--- src/common/sh_core_params.svh ---
`ifndef SH_CORE_PARAMS_SVH
`define SH_CORE_PARAMS_SVH

// Datapath and address width
`define SH_XLEN      32
`define SH_IR_W      16

// General register file
`define SH_REG_CNT   16
`define SH_REG_AW    4

// Source operands forwarded into execute
`define SH_OPERANDS  2

`define SH_NOP_IR    16'h0009

`endif

--- src/common/sh_core_pkg.sv ---
`default_nettype none
`include "sh_core_params.svh"

package sh_core_pkg;

	// Register-register and store layout
	typedef struct packed {
		logic [3:0]            op;
		logic [`SH_REG_AW-1:0] n;
		logic [`SH_REG_AW-1:0] m;
		logic [3:0]            fn;
	} ir_nm_t;

	// Immediate layout
	typedef struct packed {
		logic [3:0]            op;
		logic [`SH_REG_AW-1:0] n;
		logic [7:0]            imm;
	} ir_ni_t;

	typedef union packed {
		ir_nm_t nm;
		ir_ni_t ni;
	} instr_u;

	typedef enum logic [3:0] {
		ALU_PASS,
		ALU_ADD,
		ALU_SUB,
		ALU_AND,
		ALU_OR,
		ALU_XOR,
		ALU_CMPEQ,
		ALU_SHLL,
		ALU_SHLR,
		ALU_MOVT
	} alu_op_e;

	// Same order as the low bits of the MOV.x Rm,@Rn codes
	typedef enum logic [1:0] {
		ST_BYTE,
		ST_WORD,
		ST_LONG
	} st_size_e;

	typedef struct packed {
		alu_op_e               alu;
		logic                  imm_sel;
		logic [`SH_XLEN-1:0]   imm;
		logic [`SH_REG_AW-1:0] rn;
		logic [`SH_REG_AW-1:0] rm;
		logic                  rn_rd;
		logic                  rm_rd;
		logic                  reg_we;
		logic                  t_we;
		logic                  st;
		st_size_e              st_sz;
	} dec_t;

endpackage

`default_nettype wire

--- src/common/sh_core_if.sv ---
`default_nettype none
`include "sh_core_params.svh"

// Decode to execute, through the forwarding units
interface sh_ex_if;
	import sh_core_pkg::*;

	dec_t                ex_dec;
	// Index 0 is Rn, index 1 is Rm
	logic [`SH_XLEN-1:0] ex_raw [`SH_OPERANDS];
	logic [`SH_XLEN-1:0] opnd   [`SH_OPERANDS];

	modport dec_mp (output ex_dec, output ex_raw, input opnd);
	modport fwd_mp (input ex_dec, input ex_raw, output opnd);
	modport exe_mp (input ex_dec, input opnd);
endinterface

// Results of the later stages, newest first
interface sh_result_if;
	logic                  ma_we;
	logic [`SH_REG_AW-1:0] ma_wn;
	logic [`SH_XLEN-1:0]   ma_res;
	logic                  wb_we;
	logic [`SH_REG_AW-1:0] wb_wn;
	logic [`SH_XLEN-1:0]   wb_res;
	logic                  wb2_we;
	logic [`SH_REG_AW-1:0] wb2_wn;
	logic [`SH_XLEN-1:0]   wb2_res;

	modport exe_mp (output ma_we, output ma_wn, output ma_res);
	modport mem_mp (input ma_we, input ma_wn, input ma_res,
		output wb_we, output wb_wn, output wb_res,
		output wb2_we, output wb2_wn, output wb2_res);
	modport fwd_mp (input ma_we, input ma_wn, input ma_res,
		input wb_we, input wb_wn, input wb_res,
		input wb2_we, input wb2_wn, input wb2_res);
endinterface

`default_nettype wire

--- src/decode/sh_decode.sv ---
`default_nettype none
`include "sh_core_params.svh"

module sh_decode (
	input  logic                  CLK,
	input  logic                  RST_N,
	input  logic                  CE,
	input  sh_core_pkg::instr_u   id_ir,
	input  logic                  bus_stall,
	input  logic                  front_hold,
	input  logic [`SH_XLEN-1:0]   rd_a,
	input  logic [`SH_XLEN-1:0]   rd_b,
	output logic [`SH_REG_AW-1:0] rn_a,
	output logic [`SH_REG_AW-1:0] rn_b,
	output logic                  ILI,
	sh_ex_if.dec_mp               ex
);
	import sh_core_pkg::*;

	dec_t dec;
	logic illegal;
	logic advance;

	assign rn_a    = id_ir.nm.n;
	assign rn_b    = id_ir.nm.m;
	assign advance = CE & ~bus_stall & ~front_hold;
	assign ILI     = illegal & advance;

	always_comb begin
		dec     = '0;
		illegal = 1'b0;
		dec.rn  = id_ir.nm.n;
		dec.rm  = id_ir.nm.m;
		dec.imm = {{(`SH_XLEN-8){id_ir.ni.imm[7]}}, id_ir.ni.imm};
		case (id_ir.nm.op)
			4'h0: begin
				if (id_ir.nm.m == 4'h2 && id_ir.nm.fn == 4'h9) begin
					dec.alu    = ALU_MOVT;
					dec.reg_we = 1'b1;
				end else if (id_ir != `SH_NOP_IR) begin
					illegal = 1'b1;
				end
			end
			4'h2: begin
				case (id_ir.nm.fn)
					4'h0, 4'h1, 4'h2: begin
						dec.st    = 1'b1;
						dec.st_sz = st_size_e'(id_ir.nm.fn[1:0]);
					end
					4'h9: dec.alu = ALU_AND;
					4'hA: dec.alu = ALU_XOR;
					4'hB: dec.alu = ALU_OR;
					default: illegal = 1'b1;
				endcase
				dec.rn_rd  = ~illegal;
				dec.rm_rd  = ~illegal;
				dec.reg_we = ~illegal & ~dec.st;
			end
			4'h3: begin
				case (id_ir.nm.fn)
					4'h0: dec.alu = ALU_CMPEQ;
					4'h8: dec.alu = ALU_SUB;
					4'hC: dec.alu = ALU_ADD;
					default: illegal = 1'b1;
				endcase
				dec.rn_rd  = ~illegal;
				dec.rm_rd  = ~illegal;
				dec.t_we   = ~illegal & (dec.alu == ALU_CMPEQ);
				dec.reg_we = ~illegal & (dec.alu != ALU_CMPEQ);
			end
			4'h4: begin
				if (id_ir.nm.m == 4'h0 && id_ir.nm.fn[3:1] == 3'b000) begin
					dec.alu    = id_ir.nm.fn[0] ? ALU_SHLR : ALU_SHLL;
					dec.rn_rd  = 1'b1;
					dec.reg_we = 1'b1;
					dec.t_we   = 1'b1;
				end else begin
					illegal = 1'b1;
				end
			end
			4'h6: begin
				if (id_ir.nm.fn == 4'h3) begin
					dec.rm_rd  = 1'b1;
					dec.reg_we = 1'b1;
				end else begin
					illegal = 1'b1;
				end
			end
			4'h7: begin
				dec.alu     = ALU_ADD;
				dec.imm_sel = 1'b1;
				dec.rn_rd   = 1'b1;
				dec.reg_we  = 1'b1;
			end
			4'hE: begin
				dec.imm_sel = 1'b1;
				dec.reg_we  = 1'b1;
			end
			default: illegal = 1'b1;
		endcase
	end

	// ****************************************
	// Decode to execute register
	// ****************************************
	always_ff @(posedge CLK or negedge RST_N) begin
		if (!RST_N) begin
			ex.ex_dec <= '0;
		end else if (advance) begin
			ex.ex_dec <= dec;
		end
	end

	always_ff @(posedge CLK) begin
		if (advance) begin
			ex.ex_raw[0] <= rd_a;
			ex.ex_raw[1] <= rd_b;
		end else if (CE && front_hold && !bus_stall) begin
			// A held operand keeps its producer's value once that leaves the trailing stage
			ex.ex_raw <= ex.opnd;
		end
	end

endmodule

`default_nettype wire

--- src/execute/sh_execute.sv ---
`default_nettype none
`include "sh_core_params.svh"

module sh_execute (
	input  logic                CLK,
	input  logic                RST_N,
	input  logic                CE,
	input  logic                bus_stall,
	input  logic                front_hold,
	sh_ex_if.exe_mp             ex,
	sh_result_if.exe_mp         res,
	output sh_core_pkg::dec_t   ma_dec,
	output logic [`SH_XLEN-1:0] ma_addr,
	output logic [`SH_XLEN-1:0] ma_wd
);
	import sh_core_pkg::*;

	logic                t_bit;
	logic [`SH_XLEN-1:0] alu_a;
	logic [`SH_XLEN-1:0] alu_b;
	logic [`SH_XLEN-1:0] alu_res;
	logic                alu_t;
	logic                advance;
	logic                bubble;

	assign advance = CE & ~bus_stall & ~front_hold;
	assign bubble  = CE & ~bus_stall & front_hold;

	// ****************************************
	// ALU
	// ****************************************
	assign alu_a = ex.opnd[0];
	assign alu_b = ex.ex_dec.imm_sel ? ex.ex_dec.imm : ex.opnd[1];

	always_comb begin
		alu_res = alu_b;
		alu_t   = t_bit;
		case (ex.ex_dec.alu)
			ALU_ADD:   alu_res = alu_a + alu_b;
			ALU_SUB:   alu_res = alu_a - alu_b;
			ALU_AND:   alu_res = alu_a & alu_b;
			ALU_OR:    alu_res = alu_a | alu_b;
			ALU_XOR:   alu_res = alu_a ^ alu_b;
			ALU_CMPEQ: alu_t = (alu_a == alu_b);
			ALU_SHLL: begin
				alu_res = {alu_a[`SH_XLEN-2:0], 1'b0};
				alu_t   = alu_a[`SH_XLEN-1];
			end
			ALU_SHLR: begin
				alu_res = {1'b0, alu_a[`SH_XLEN-1:1]};
				alu_t   = alu_a[0];
			end
			ALU_MOVT:  alu_res = {{(`SH_XLEN-1){1'b0}}, t_bit};
			default:   alu_res = alu_b;
		endcase
	end

	// ****************************************
	// Execute to memory access register
	// ****************************************
	always_ff @(posedge CLK or negedge RST_N) begin
		if (!RST_N) begin
			ma_dec <= '0;
			t_bit  <= 1'b0;
		end else if (advance) begin
			ma_dec <= ex.ex_dec;
			if (ex.ex_dec.t_we) begin
				t_bit <= alu_t;
			end
		end else if (bubble) begin
			ma_dec <= '0;
		end
	end

	// Address is Rn, store data is Rm
	always_ff @(posedge CLK) begin
		if (advance) begin
			res.ma_res <= alu_res;
			ma_addr    <= ex.opnd[0];
			ma_wd      <= ex.opnd[1];
		end
	end

	assign res.ma_we = ma_dec.reg_we;
	assign res.ma_wn = ma_dec.rn;

endmodule

`default_nettype wire

--- src/source/sh_core.sv ---
`default_nettype none
`include "sh_core_params.svh"

module sh_core (
	input  logic                CLK,
	input  logic                RST_N,
	input  logic                CE,
	output logic [`SH_XLEN-1:0] BUS_A,
	input  logic [`SH_XLEN-1:0] BUS_DI,
	output logic [`SH_XLEN-1:0] BUS_DO,
	output logic                BUS_WR,
	output logic [3:0]          BUS_BA,
	output logic                BUS_REQ,
	input  logic                BUS_WAIT,
	output logic                ILI
);
	import sh_core_pkg::*;

	instr_u                id_ir;
	logic                  bus_stall;
	logic                  front_hold;
	logic [`SH_REG_AW-1:0] rn_a;
	logic [`SH_REG_AW-1:0] rn_b;
	logic [`SH_XLEN-1:0]   rd_a;
	logic [`SH_XLEN-1:0]   rd_b;
	dec_t                  ma_dec;
	logic [`SH_XLEN-1:0]   ma_addr;
	logic [`SH_XLEN-1:0]   ma_wd;
	logic                  st_active;
	logic [`SH_XLEN-1:0]   st_addr;
	logic [`SH_XLEN-1:0]   st_wdata;
	logic [3:0]            st_ba;
	logic                  rf_we;
	logic [`SH_REG_AW-1:0] rf_wn;
	logic [`SH_XLEN-1:0]   rf_wd;

	sh_ex_if     ex_if ();
	sh_result_if res_if ();

	sh_fetch_bus u_fetch (
		.CLK(CLK), .RST_N(RST_N), .CE(CE),
		.BUS_DI(BUS_DI), .BUS_WAIT(BUS_WAIT),
		.st_active(st_active), .st_addr(st_addr), .st_wdata(st_wdata), .st_ba(st_ba),
		.BUS_A(BUS_A), .BUS_DO(BUS_DO), .BUS_WR(BUS_WR), .BUS_BA(BUS_BA), .BUS_REQ(BUS_REQ),
		.id_ir(id_ir), .bus_stall(bus_stall), .front_hold(front_hold)
	);

	sh_decode u_decode (
		.CLK(CLK), .RST_N(RST_N), .CE(CE),
		.id_ir(id_ir), .bus_stall(bus_stall), .front_hold(front_hold),
		.rd_a(rd_a), .rd_b(rd_b), .rn_a(rn_a), .rn_b(rn_b),
		.ILI(ILI), .ex(ex_if.dec_mp)
	);

	sh_regfile u_regfile (
		.CLK(CLK), .RST_N(RST_N), .CE(CE),
		.rn_a(rn_a), .rn_b(rn_b),
		.we(rf_we), .wn(rf_wn), .wd(rf_wd),
		.rd_a(rd_a), .rd_b(rd_b)
	);

	// One forwarding unit per source operand
	for (genvar i = 0; i < `SH_OPERANDS; i++) begin : g_fwd
		sh_operand_fwd #(.IDX(i)) u_fwd (
			.ex(ex_if.fwd_mp),
			.res(res_if.fwd_mp)
		);
	end

	sh_execute u_execute (
		.CLK(CLK), .RST_N(RST_N), .CE(CE),
		.bus_stall(bus_stall), .front_hold(front_hold),
		.ex(ex_if.exe_mp), .res(res_if.exe_mp),
		.ma_dec(ma_dec), .ma_addr(ma_addr), .ma_wd(ma_wd)
	);

	sh_mem_access u_mem (
		.CLK(CLK), .RST_N(RST_N), .CE(CE), .bus_stall(bus_stall),
		.ma_dec(ma_dec), .ma_addr(ma_addr), .ma_wd(ma_wd),
		.st_active(st_active), .st_addr(st_addr), .st_wdata(st_wdata), .st_ba(st_ba),
		.rf_we(rf_we), .rf_wn(rf_wn), .rf_wd(rf_wd),
		.res(res_if.mem_mp)
	);

endmodule

`default_nettype wire

--- src/source/sh_fetch_bus.sv ---
`default_nettype none
`include "sh_core_params.svh"

module sh_fetch_bus (
	input  logic                CLK,
	input  logic                RST_N,
	input  logic                CE,
	input  logic [`SH_XLEN-1:0] BUS_DI,
	input  logic                BUS_WAIT,
	input  logic                st_active,
	input  logic [`SH_XLEN-1:0] st_addr,
	input  logic [`SH_XLEN-1:0] st_wdata,
	input  logic [3:0]          st_ba,
	output logic [`SH_XLEN-1:0] BUS_A,
	output logic [`SH_XLEN-1:0] BUS_DO,
	output logic                BUS_WR,
	output logic [3:0]          BUS_BA,
	output logic                BUS_REQ,
	output sh_core_pkg::instr_u id_ir,
	output logic                bus_stall,
	output logic                front_hold
);
	logic [`SH_XLEN-1:0] pc;
	logic [`SH_IR_W-1:0] save_ir;
	logic                need_fetch;
	logic                advance;

	// Upper half needs a new word, lower half comes from the save
	assign need_fetch = ~pc[1];
	assign BUS_REQ    = st_active | need_fetch;
	assign bus_stall  = BUS_REQ & BUS_WAIT;
	assign front_hold = st_active & need_fetch;
	assign advance    = CE & ~bus_stall & ~front_hold;

	// Store in memory access wins the bus
	assign BUS_A  = st_active ? st_addr : {pc[`SH_XLEN-1:2], 2'b00};
	assign BUS_DO = st_wdata;
	assign BUS_WR = st_active;
	assign BUS_BA = st_active ? st_ba : 4'b1111;

	always_ff @(posedge CLK or negedge RST_N) begin
		if (!RST_N) begin
			pc    <= '0;
			id_ir <= `SH_NOP_IR;
		end else if (advance) begin
			pc    <= pc + `SH_XLEN'(2);
			id_ir <= need_fetch ? BUS_DI[31:16] : save_ir;
		end
	end

	always_ff @(posedge CLK) begin
		if (advance && need_fetch) begin
			save_ir <= BUS_DI[15:0];
		end
	end

endmodule

`default_nettype wire

--- src/source/sh_mem_access.sv ---
`default_nettype none
`include "sh_core_params.svh"

module sh_mem_access (
	input  logic                  CLK,
	input  logic                  RST_N,
	input  logic                  CE,
	input  logic                  bus_stall,
	input  sh_core_pkg::dec_t     ma_dec,
	input  logic [`SH_XLEN-1:0]   ma_addr,
	input  logic [`SH_XLEN-1:0]   ma_wd,
	output logic                  st_active,
	output logic [`SH_XLEN-1:0]   st_addr,
	output logic [`SH_XLEN-1:0]   st_wdata,
	output logic [3:0]            st_ba,
	output logic                  rf_we,
	output logic [`SH_REG_AW-1:0] rf_wn,
	output logic [`SH_XLEN-1:0]   rf_wd,
	sh_result_if.mem_mp           res
);
	import sh_core_pkg::*;

	logic advance;

	assign advance   = CE & ~bus_stall;
	assign st_active = ma_dec.st;
	assign st_addr   = ma_addr;

	// Big-endian lanes, lane 3 is the top byte
	always_comb begin
		case (ma_dec.st_sz)
			ST_BYTE: begin
				st_wdata = {4{ma_wd[7:0]}};
				st_ba    = 4'b1000 >> ma_addr[1:0];
			end
			ST_WORD: begin
				st_wdata = {2{ma_wd[15:0]}};
				st_ba    = ma_addr[1] ? 4'b0011 : 4'b1100;
			end
			default: begin
				st_wdata = ma_wd;
				st_ba    = 4'b1111;
			end
		endcase
	end

	// ****************************************
	// Write-back and trailing stages
	// ****************************************
	always_ff @(posedge CLK or negedge RST_N) begin
		if (!RST_N) begin
			res.wb_we  <= 1'b0;
			res.wb_wn  <= '0;
			res.wb2_we <= 1'b0;
			res.wb2_wn <= '0;
		end else if (advance) begin
			res.wb_we  <= res.ma_we;
			res.wb_wn  <= res.ma_wn;
			res.wb2_we <= res.wb_we;
			res.wb2_wn <= res.wb_wn;
		end
	end

	always_ff @(posedge CLK) begin
		if (advance) begin
			res.wb_res  <= res.ma_res;
			res.wb2_res <= res.wb_res;
		end
	end

	assign rf_we = res.wb_we & ~bus_stall;
	assign rf_wn = res.wb_wn;
	assign rf_wd = res.wb_res;

endmodule

`default_nettype wire

--- src/source/sh_operand_fwd.sv ---
`default_nettype none
`include "sh_core_params.svh"

module sh_operand_fwd #(
	parameter int unsigned IDX = 0
) (
	sh_ex_if.fwd_mp     ex,
	sh_result_if.fwd_mp res
);
	logic [`SH_REG_AW-1:0] rn;
	logic                  rd;
	logic [`SH_XLEN-1:0]   val;

	// Operand 0 is Rn, operand 1 is Rm
	assign rn = (IDX == 0) ? ex.ex_dec.rn : ex.ex_dec.rm;
	assign rd = (IDX == 0) ? ex.ex_dec.rn_rd : ex.ex_dec.rm_rd;

	// Youngest producer first
	always_comb begin
		if (rd && res.ma_we && res.ma_wn == rn) begin
			val = res.ma_res;
		end else if (rd && res.wb_we && res.wb_wn == rn) begin
			val = res.wb_res;
		end else if (rd && res.wb2_we && res.wb2_wn == rn) begin
			val = res.wb2_res;
		end else begin
			val = ex.ex_raw[IDX];
		end
	end

	assign ex.opnd[IDX] = val;

endmodule

`default_nettype wire

--- src/source/sh_regfile.sv ---
`default_nettype none
`include "sh_core_params.svh"

module sh_regfile (
	input  logic                  CLK,
	input  logic                  RST_N,
	input  logic                  CE,
	input  logic [`SH_REG_AW-1:0] rn_a,
	input  logic [`SH_REG_AW-1:0] rn_b,
	input  logic                  we,
	input  logic [`SH_REG_AW-1:0] wn,
	input  logic [`SH_XLEN-1:0]   wd,
	output logic [`SH_XLEN-1:0]   rd_a,
	output logic [`SH_XLEN-1:0]   rd_b
);
	logic [`SH_XLEN-1:0] regs [`SH_REG_CNT];

	// Reads see the value before a same-cycle write
	assign rd_a = regs[rn_a];
	assign rd_b = regs[rn_b];

	always_ff @(posedge CLK or negedge RST_N) begin
		if (!RST_N) begin
			for (int i = 0; i < `SH_REG_CNT; i++) begin
				regs[i] <= '0;
			end
		end else if (CE && we) begin
			regs[wn] <= wd;
		end
	end

endmodule

`default_nettype wire

--- config.mk ---
export PLATFORM = sky130hd
export DESIGN_NAME = sh_core
export DESIGN_NICKNAME = d
export VERILOG_FILES = /design/src/common/sh_core_pkg.sv /design/src/common/sh_core_if.sv /design/src/decode/sh_decode.sv /design/src/execute/sh_execute.sv /design/src/source/sh_core.sv /design/src/source/sh_fetch_bus.sv /design/src/source/sh_mem_access.sv /design/src/source/sh_operand_fwd.sv /design/src/source/sh_regfile.sv
export VERILOG_INCLUDE_DIRS = /design/src /design/src/common
export SDC_FILE = /design/constraint.sdc
export NUM_CORES = 2
export LEC_CHECK = 0
export ABC_AREA = 0
export BUFFER_PORTS_ARGS = -buffer_cell sky130_fd_sc_hd__buf_2
export CAP_MARGIN = 20
export CORE_MARGIN = 8
export CORE_UTILIZATION = 52
export DETAILED_ROUTE_END_ITERATION = 10
export PLACE_DENSITY = 0.78
export SLEW_MARGIN = 10
export SYNTH_ARGS = -nofsm -noshare
export SYNTH_HDL_FRONTEND = slang
export SYNTH_SLANG_ARGS = --single-unit
--- constraint.sdc ---
create_clock -name CLK -period 11.75 [get_ports CLK]
set_input_delay 1.7625 -clock CLK [delete_from_list [all_inputs] [get_ports CLK]]
set_output_delay 1.7625 -clock CLK [all_outputs]
set_load 0.01 [all_outputs]
# Word-level counts from Yosys, hierarchy flattened
# Cells that the tools add are included.
# totals
word_cells	201
n_memories	0
regBits	847
latch_bits	0
mem_bits_ro	0
input_bits	36
ram_bits	0
# op_classes
magnitude_cmp	4
reduce_logical	33
muxes	56
bitwise	23
n_shift	1
n_eq_ne	35
mul	0
n_addsub	3
div	0
# ops
operator	count
512-bit bitwise mux	1
32-bit two-way mux	13
32-bit binary-select mux with 4-bit select	2
32-bit case mux with 8 select lines	1
32-bit demux with 4-bit select	1
64-bit two-way mux	2
32-bit case mux with 2 select lines	1
32-bit by 2-bit adder with 32-bit output (second input constant)	1
32-bit adder	1
32-bit AND	1
32-bit == test	1
4-bit by 3-bit == test with 1-bit output (second input constant)	8
4-bit == test (second input constant)	8
32-bit OR	1
32-bit subtractor	1
32-bit XOR	1
15-bit two-way mux	2
4-bit by 2-bit == test with 1-bit output (second input constant)	7
4-bit == test	6
4-bit two-way mux	6
4-bit case mux with 5 select lines	1
1-bit logical AND	19
3-bit case mux with 3 select lines	2
16-bit two-way mux	1
other kinds (29)	67

# Depth between registers and ports, before layout
# depth
word_depth	8
ltp_mapped	23
ltp_nobuf	21

# Least setup slack after synthesis
# OpenSTA, ideal clock, no wires.
# synth_path
path_type	input to register
startpoint	input BUS_WAIT
endpoint	register u_mem.res.wb_wn[1]
t_required_ns	11.415
path_buffers	1
arrival_ns	5.787
cell_stages	5
setup_time_ns	0.335
path_slack_ns	5.627
path_cell_list	nand2_1 nand2_1 inv_1 clkbuf_1 o21ai_0
# synth_between
elab_chain_len	3
# synth_rtl
element	line_no	text
start: declaration	sh_core.sv:14	input logic BUS_WAIT,
1-bit AND	sh_fetch_bus.sv:31	assign bus_stall = BUS_REQ & BUS_WAIT;
1-bit inverter	sh_mem_access.sv:25	assign advance = CE & ~bus_stall;
1-bit AND	sh_mem_access.sv:25	
net u_mem.advance	sh_mem_access.sv:23	logic advance;
end signal: assignment	sh_mem_access.sv:58	res.wb_wn <= res.ma_wn;
end: declaration	sh_core_if.sv:32	output wb_we, output wb_wn, output wb_res,
# The timed path passes the listed nets, and every way through them passes these cells.
# A chain may end at the register's enable or synchronous reset.

==> metrics.txt <==
# TYPE chip_impl_metric gauge
chip_impl_metric{name="first_pass_iters",unit=""} 8
chip_impl_metric{name="rows",unit=""} 111
chip_impl_info{name="tritoncts",value="done"} 1
chip_impl_metric{name="worst_ep_arrival_time",unit="ps"} 6380
chip_impl_info{name="root_buffer",value="clkbuf_16"} 1
chip_impl_metric{name="num_io_pins",unit=""} 107
chip_impl_info{name="rsz0062_at_grt",value="false"} 1
chip_impl_metric{name="cts-buffers-inserted",unit=""} 89
chip_impl_metric{name="power.internal",unit="uW"} 7430
chip_impl_info{name="timing.critical_path.from_type",value="flip-flop"} 1
chip_impl_metric{name="clock_sink_count",unit=""} 842
chip_impl_info{name="class_of_the_tightest_hold_or_removal_check",value="reg -> reg"} 1
chip_impl_info{name="critical_path_end_type",value="flip-flop"} 1
chip_impl_metric{name="post_synth_inst_count",unit=""} 3741
chip_impl_metric{name="final_net_count",unit=""} 3834
chip_impl_metric{name="final-hold-violation-count",unit=""} 0
chip_impl_metric{name="syn-cell-area",unit="mm^2"} 0.0476
chip_impl_metric{name="via_count",unit=""} 33390
chip_impl_metric{name="max_clock_freq",unit="MHz"} 167
chip_impl_info{name="critPathKind",value="reg -> reg"} 1
chip_impl_metric{name="drc_errors",unit=""} 0
chip_impl_metric{name="timing.max_cap.violations",unit=""} 0
chip_impl_metric{name="overflow",unit=""} 0
chip_impl_metric{name="postSynth.asyncResetShare",unit="%"} 71.5
chip_impl_metric{name="fp.dieH",unit="um"} 319
chip_impl_metric{name="critical_path_required",unit="ps"} 12120
chip_impl_metric{name="postSynthAreaPerCell",unit="um^2"} 12.7
chip_impl_metric{name="drt-wirelength-per-cell",unit="um"} 27.7
chip_impl_metric{name="number_of_global_route_vias_before_repair",unit=""} 33672
chip_impl_metric{name="maximum_number_of_pins_on_one_net_before_global_route_repair",unit=""} 148
chip_impl_metric{name="drt_first_iter_violations",unit=""} 3981
chip_impl_metric{name="flow.area_growth_from_synthesis",unit="%"} 9.40
chip_impl_metric{name="wire_length_of_the_first_global_routing_pass",unit="mm"} 211
chip_impl_metric{name="switching_share",unit="%"} 39.9
chip_impl_metric{name="yosys_warnings",unit=""} 0
chip_impl_metric{name="fin_tns_setup",unit="ps"} 0
chip_impl_metric{name="post_cts_resize_count",unit=""} 0
chip_impl_metric{name="min_period",unit="ps"} 6010
chip_impl_info{name="outcome",value="finished, final reports clean"} 1
chip_impl_metric{name="finalWeightedCongestion",unit=""} 0.981
chip_impl_metric{name="synth_seq_area_share",unit="%"} 46.8
chip_impl_metric{name="synth-seq-cells",unit=""} 842
chip_impl_metric{name="skew",unit="ps"} 23.8
chip_impl_metric{name="worst_slew_margin_rel",unit="%"} 26.6
chip_impl_metric{name="fin_util",unit="%"} 57.1
chip_impl_metric{name="initial_core_util",unit="%"} 52.2
chip_impl_metric{name="htreeDepth",unit=""} 3
chip_impl_metric{name="standby_leakage_power",unit="uW"} 0.0228
chip_impl_metric{name="clk_path_buf_depth",unit=""} 3
chip_impl_metric{name="worstPathMaxFanout",unit=""} 63
chip_impl_metric{name="dieArea",unit="mm^2"} 0.102
chip_impl_metric{name="portion_of_total_power_attributed_to_combinational_logic",unit="%"} 40.6
chip_impl_metric{name="synth-edff-count",unit=""} 240
chip_impl_metric{name="routed_wl",unit="mm"} 137
chip_impl_metric{name="cts_hold_buffers",unit=""} 0
chip_impl_metric{name="dp.final_hpwl",unit="mm"} 86.1
chip_impl_metric{name="cts.clk_slew.worst_paths",unit="ps"} 60
chip_impl_metric{name="worst_ir_drop_vdd",unit="mV"} 0.183
chip_impl_metric{name="core-area",unit="mm^2"} 0.0912
chip_impl_metric{name="number_of_diodes_added_for_antenna_fixing",unit=""} 0
chip_impl_metric{name="fillers",unit=""} 7042
chip_impl_metric{name="vias_per_cell",unit=""} 6.74
chip_impl_metric{name="die_span_x",unit="um"} 319
chip_impl_metric{name="globalRouteTotalUtil",unit="%"} 26.6
chip_impl_metric{name="p_seq_share",unit="%"} 36.5
chip_impl_metric{name="final_layout_size_suffix_gt1_share",unit="%"} 33.3
chip_impl_metric{name="postSynthNetCount",unit=""} 3882
chip_impl_metric{name="power_switching",unit="uW"} 4930
chip_impl_metric{name="antenna_found_initial",unit=""} 2
chip_impl_metric{name="power.share.clock",unit="%"} 22.9
chip_impl_metric{name="clock_insertion_delay_worst_skew",unit="ps"} 650
chip_impl_metric{name="synth_cell_type_count",unit=""} 88
chip_impl_metric{name="power_density",unit="mW/mm^2"} 237
chip_impl_metric{name="postRouteAntennaNets",unit=""} 0
chip_impl_metric{name="timing_max_transition_violations_final",unit=""} 0
chip_impl_metric{name="total_of_buffers_placed_on_input_and_output_ports",unit=""} 106
chip_impl_metric{name="postCtsSetupRepairBufs",unit=""} 0
chip_impl_metric{name="timing.final.setup_violations",unit=""} 0
chip_impl_metric{name="worst_pin_slew",unit="ps"} 1100
chip_impl_metric{name="final_min_period_over_clock_period",unit="%"} 51.1
chip_impl_info{name="synthFlopType",value="dfrtp_1"} 1
==> through the flow <==
stage | std cells | hold slack [ps] | power [uW] | cell area [um^2] | setup slack (ps)
floorplan | 3741 | 441 | 7880 | 47600 | 5630
global placement | 4785 | 462 | 9380 | 49100 | 6090
detailed placement | 4785 | 463 | 9430 | 49100 | 5920
CTS | 4949 | 477 | 12300 | 52000 | 5930
global route | 4952 | 492 | 12900 | 52100 | 5420
finish | 4952 | 477 | 12400 | 52100 | 5740
==> power groups by stage <==
stage                     combinational (uW)  clock (uW)  sequential [uW]
after floorplan                         3820           0             4060
after global placement                  4840           0             4530
after detailed placement                4880           0             4560
after CTS                               4900        2860             4520
after global routing                    5380        2980             4590
final                                   5020        2830             4510
==> kinds of logic after synthesis <==
logic type	Yosys count	synth area share, %
adder cells (fa/ha/maj)	105	2.77
AND/OR/NAND/NOR	653	6.06
flip-flops	842	46.8
buffers and inverters	424	3.44
XOR/XNOR	71	1.31
AO/OA/AOI/OAI	659	9.06
multiplexers	987	30.6
==> cells in the mapped netlist, drive strengths merged (9+ instances only) <==
library cell	n	area [um^2]
nand2b	15	93.8
a211oi	63	473
a221o	9	91.3
mux2i	105	1050
nand3	39	200
a21oi	187	943
xnor2	52	455
nand2	164	616
nand4	14	87.6
nor4	14	87.6
o221ai	15	131
o22ai	20	125
clkbuf	220	828
o21ai	140	701
xor2	19	166
a22oi	31	233
mux4	320	7210
nor2	291	1090
mux2	562	6330
a221oi	18	170
a31oi	16	115
buf	92	388
o211ai	16	125
dfrtp	600	15000
a22o	12	105
inv	109	409
a21o	39	293
or3	9	56.3
edfxtp	240	7210
ha	104	1300
and3	13	81.3
nor3	47	235
nor2b	16	100
o21bai	19	143
==> layer usage <==
metal	vias up	wire length, um	global-route usage [%]
li1	14082	-	-
met1	17064	54900	36.9
met2	1866	63400	40.9
met3	376	13700	5.33
met4	2	5420	11.3
met5	-	13	0
==> state kept, by name, indices dropped and copies added (netlist names), 3 cells and up <==
signal                count
u_regfile.regs          512
u_decode.ex.ex_raw       64
u_execute.ma_addr        32
u_execute.ma_wd          32
u_execute.res.ma_res     32
u_mem.res.wb2_res        32
u_mem.res.wb_res         32
u_fetch.pc               31
u_decode.ex.ex_dec       24
u_fetch.id_ir            16
u_fetch.save_ir          16
u_execute.res.ma_wn       4
u_mem.res.wb2_wn          4
u_mem.res.wb_wn           4
u_execute.ma_dec          3
==> placed cells by master, fill, tap and decap left out, types with 16 or more instances in the layout <==
cell type,count
mux4_2,320
mux2_2,562
o21bai_1,19
a22oi_1,31
clkbuf_16,91
dfrtp_1,592
clkbuf_1,23
o21ai_0,137
a211oi_1,63
a21oi_1,185
buf_2,105
edfxtp_1,240
a21o_1,39
nor3_1,43
ha_1,104
inv_1,106
nor2_1,284
xnor2_1,52
mux2i_1,105
buf_4,61
nor2b_1,16
xor2_1,19
nand2_1,157
a221oi_1,16
o22ai_1,20
nand3_1,37
==> worst max-delay path, cell delays in order (launching register included) <==
cell       delay [ps]
dfrtp_1           650
nor2b_1           120
a2111oi_2         450
nand3_2            90
buf_4             340
nor2_1            170
a211oi_1           60
a21o_1            230
mux2i_1           410
ha_1              290
inv_1             140
o21bai_1          280
a21oi_1           160
o32ai_1           590
a21o_1            250
a21oi_1           130
o31a_1            310
o21ai_0           480
nor2_1             80
nor4b_1           330
a221oi_1          120
==> final cells by class <==
cell class	instances	area [um^2]	area share, %
clock inverter	40	408	0.783
tap	1186	1480	2.85
sequential	842	22300	42.8
inverter	112	430	0.826
timing repair buffer	173	1140	2.19
clock buffer	124	2500	4.80
multi-input combinational	2475	23900	45.8
==> worst paths after layout <==
check | from | endpoint | slack [ps] | cells after the start
min | u_fetch.pc[31] | u_fetch.pc[31] | 480 | 1
min in group asynchronous | RST_N | u_regfile.regs[398] | 1140 | 1
max reg2reg | u_mem.res.wb_wn[0] | u_execute.res.ma_res[26] | 5740 | 20
max in group asynchronous | RST_N | u_fetch.id_ir[9] | 8460 | 3
min reg2reg | u_fetch.pc[31] | u_fetch.pc[31] | 480 | 1
max | u_mem.res.wb_wn[0] | u_execute.res.ma_res[26] | 5740 | 20
No activity file was read; power rests on OpenSTA's default activity.
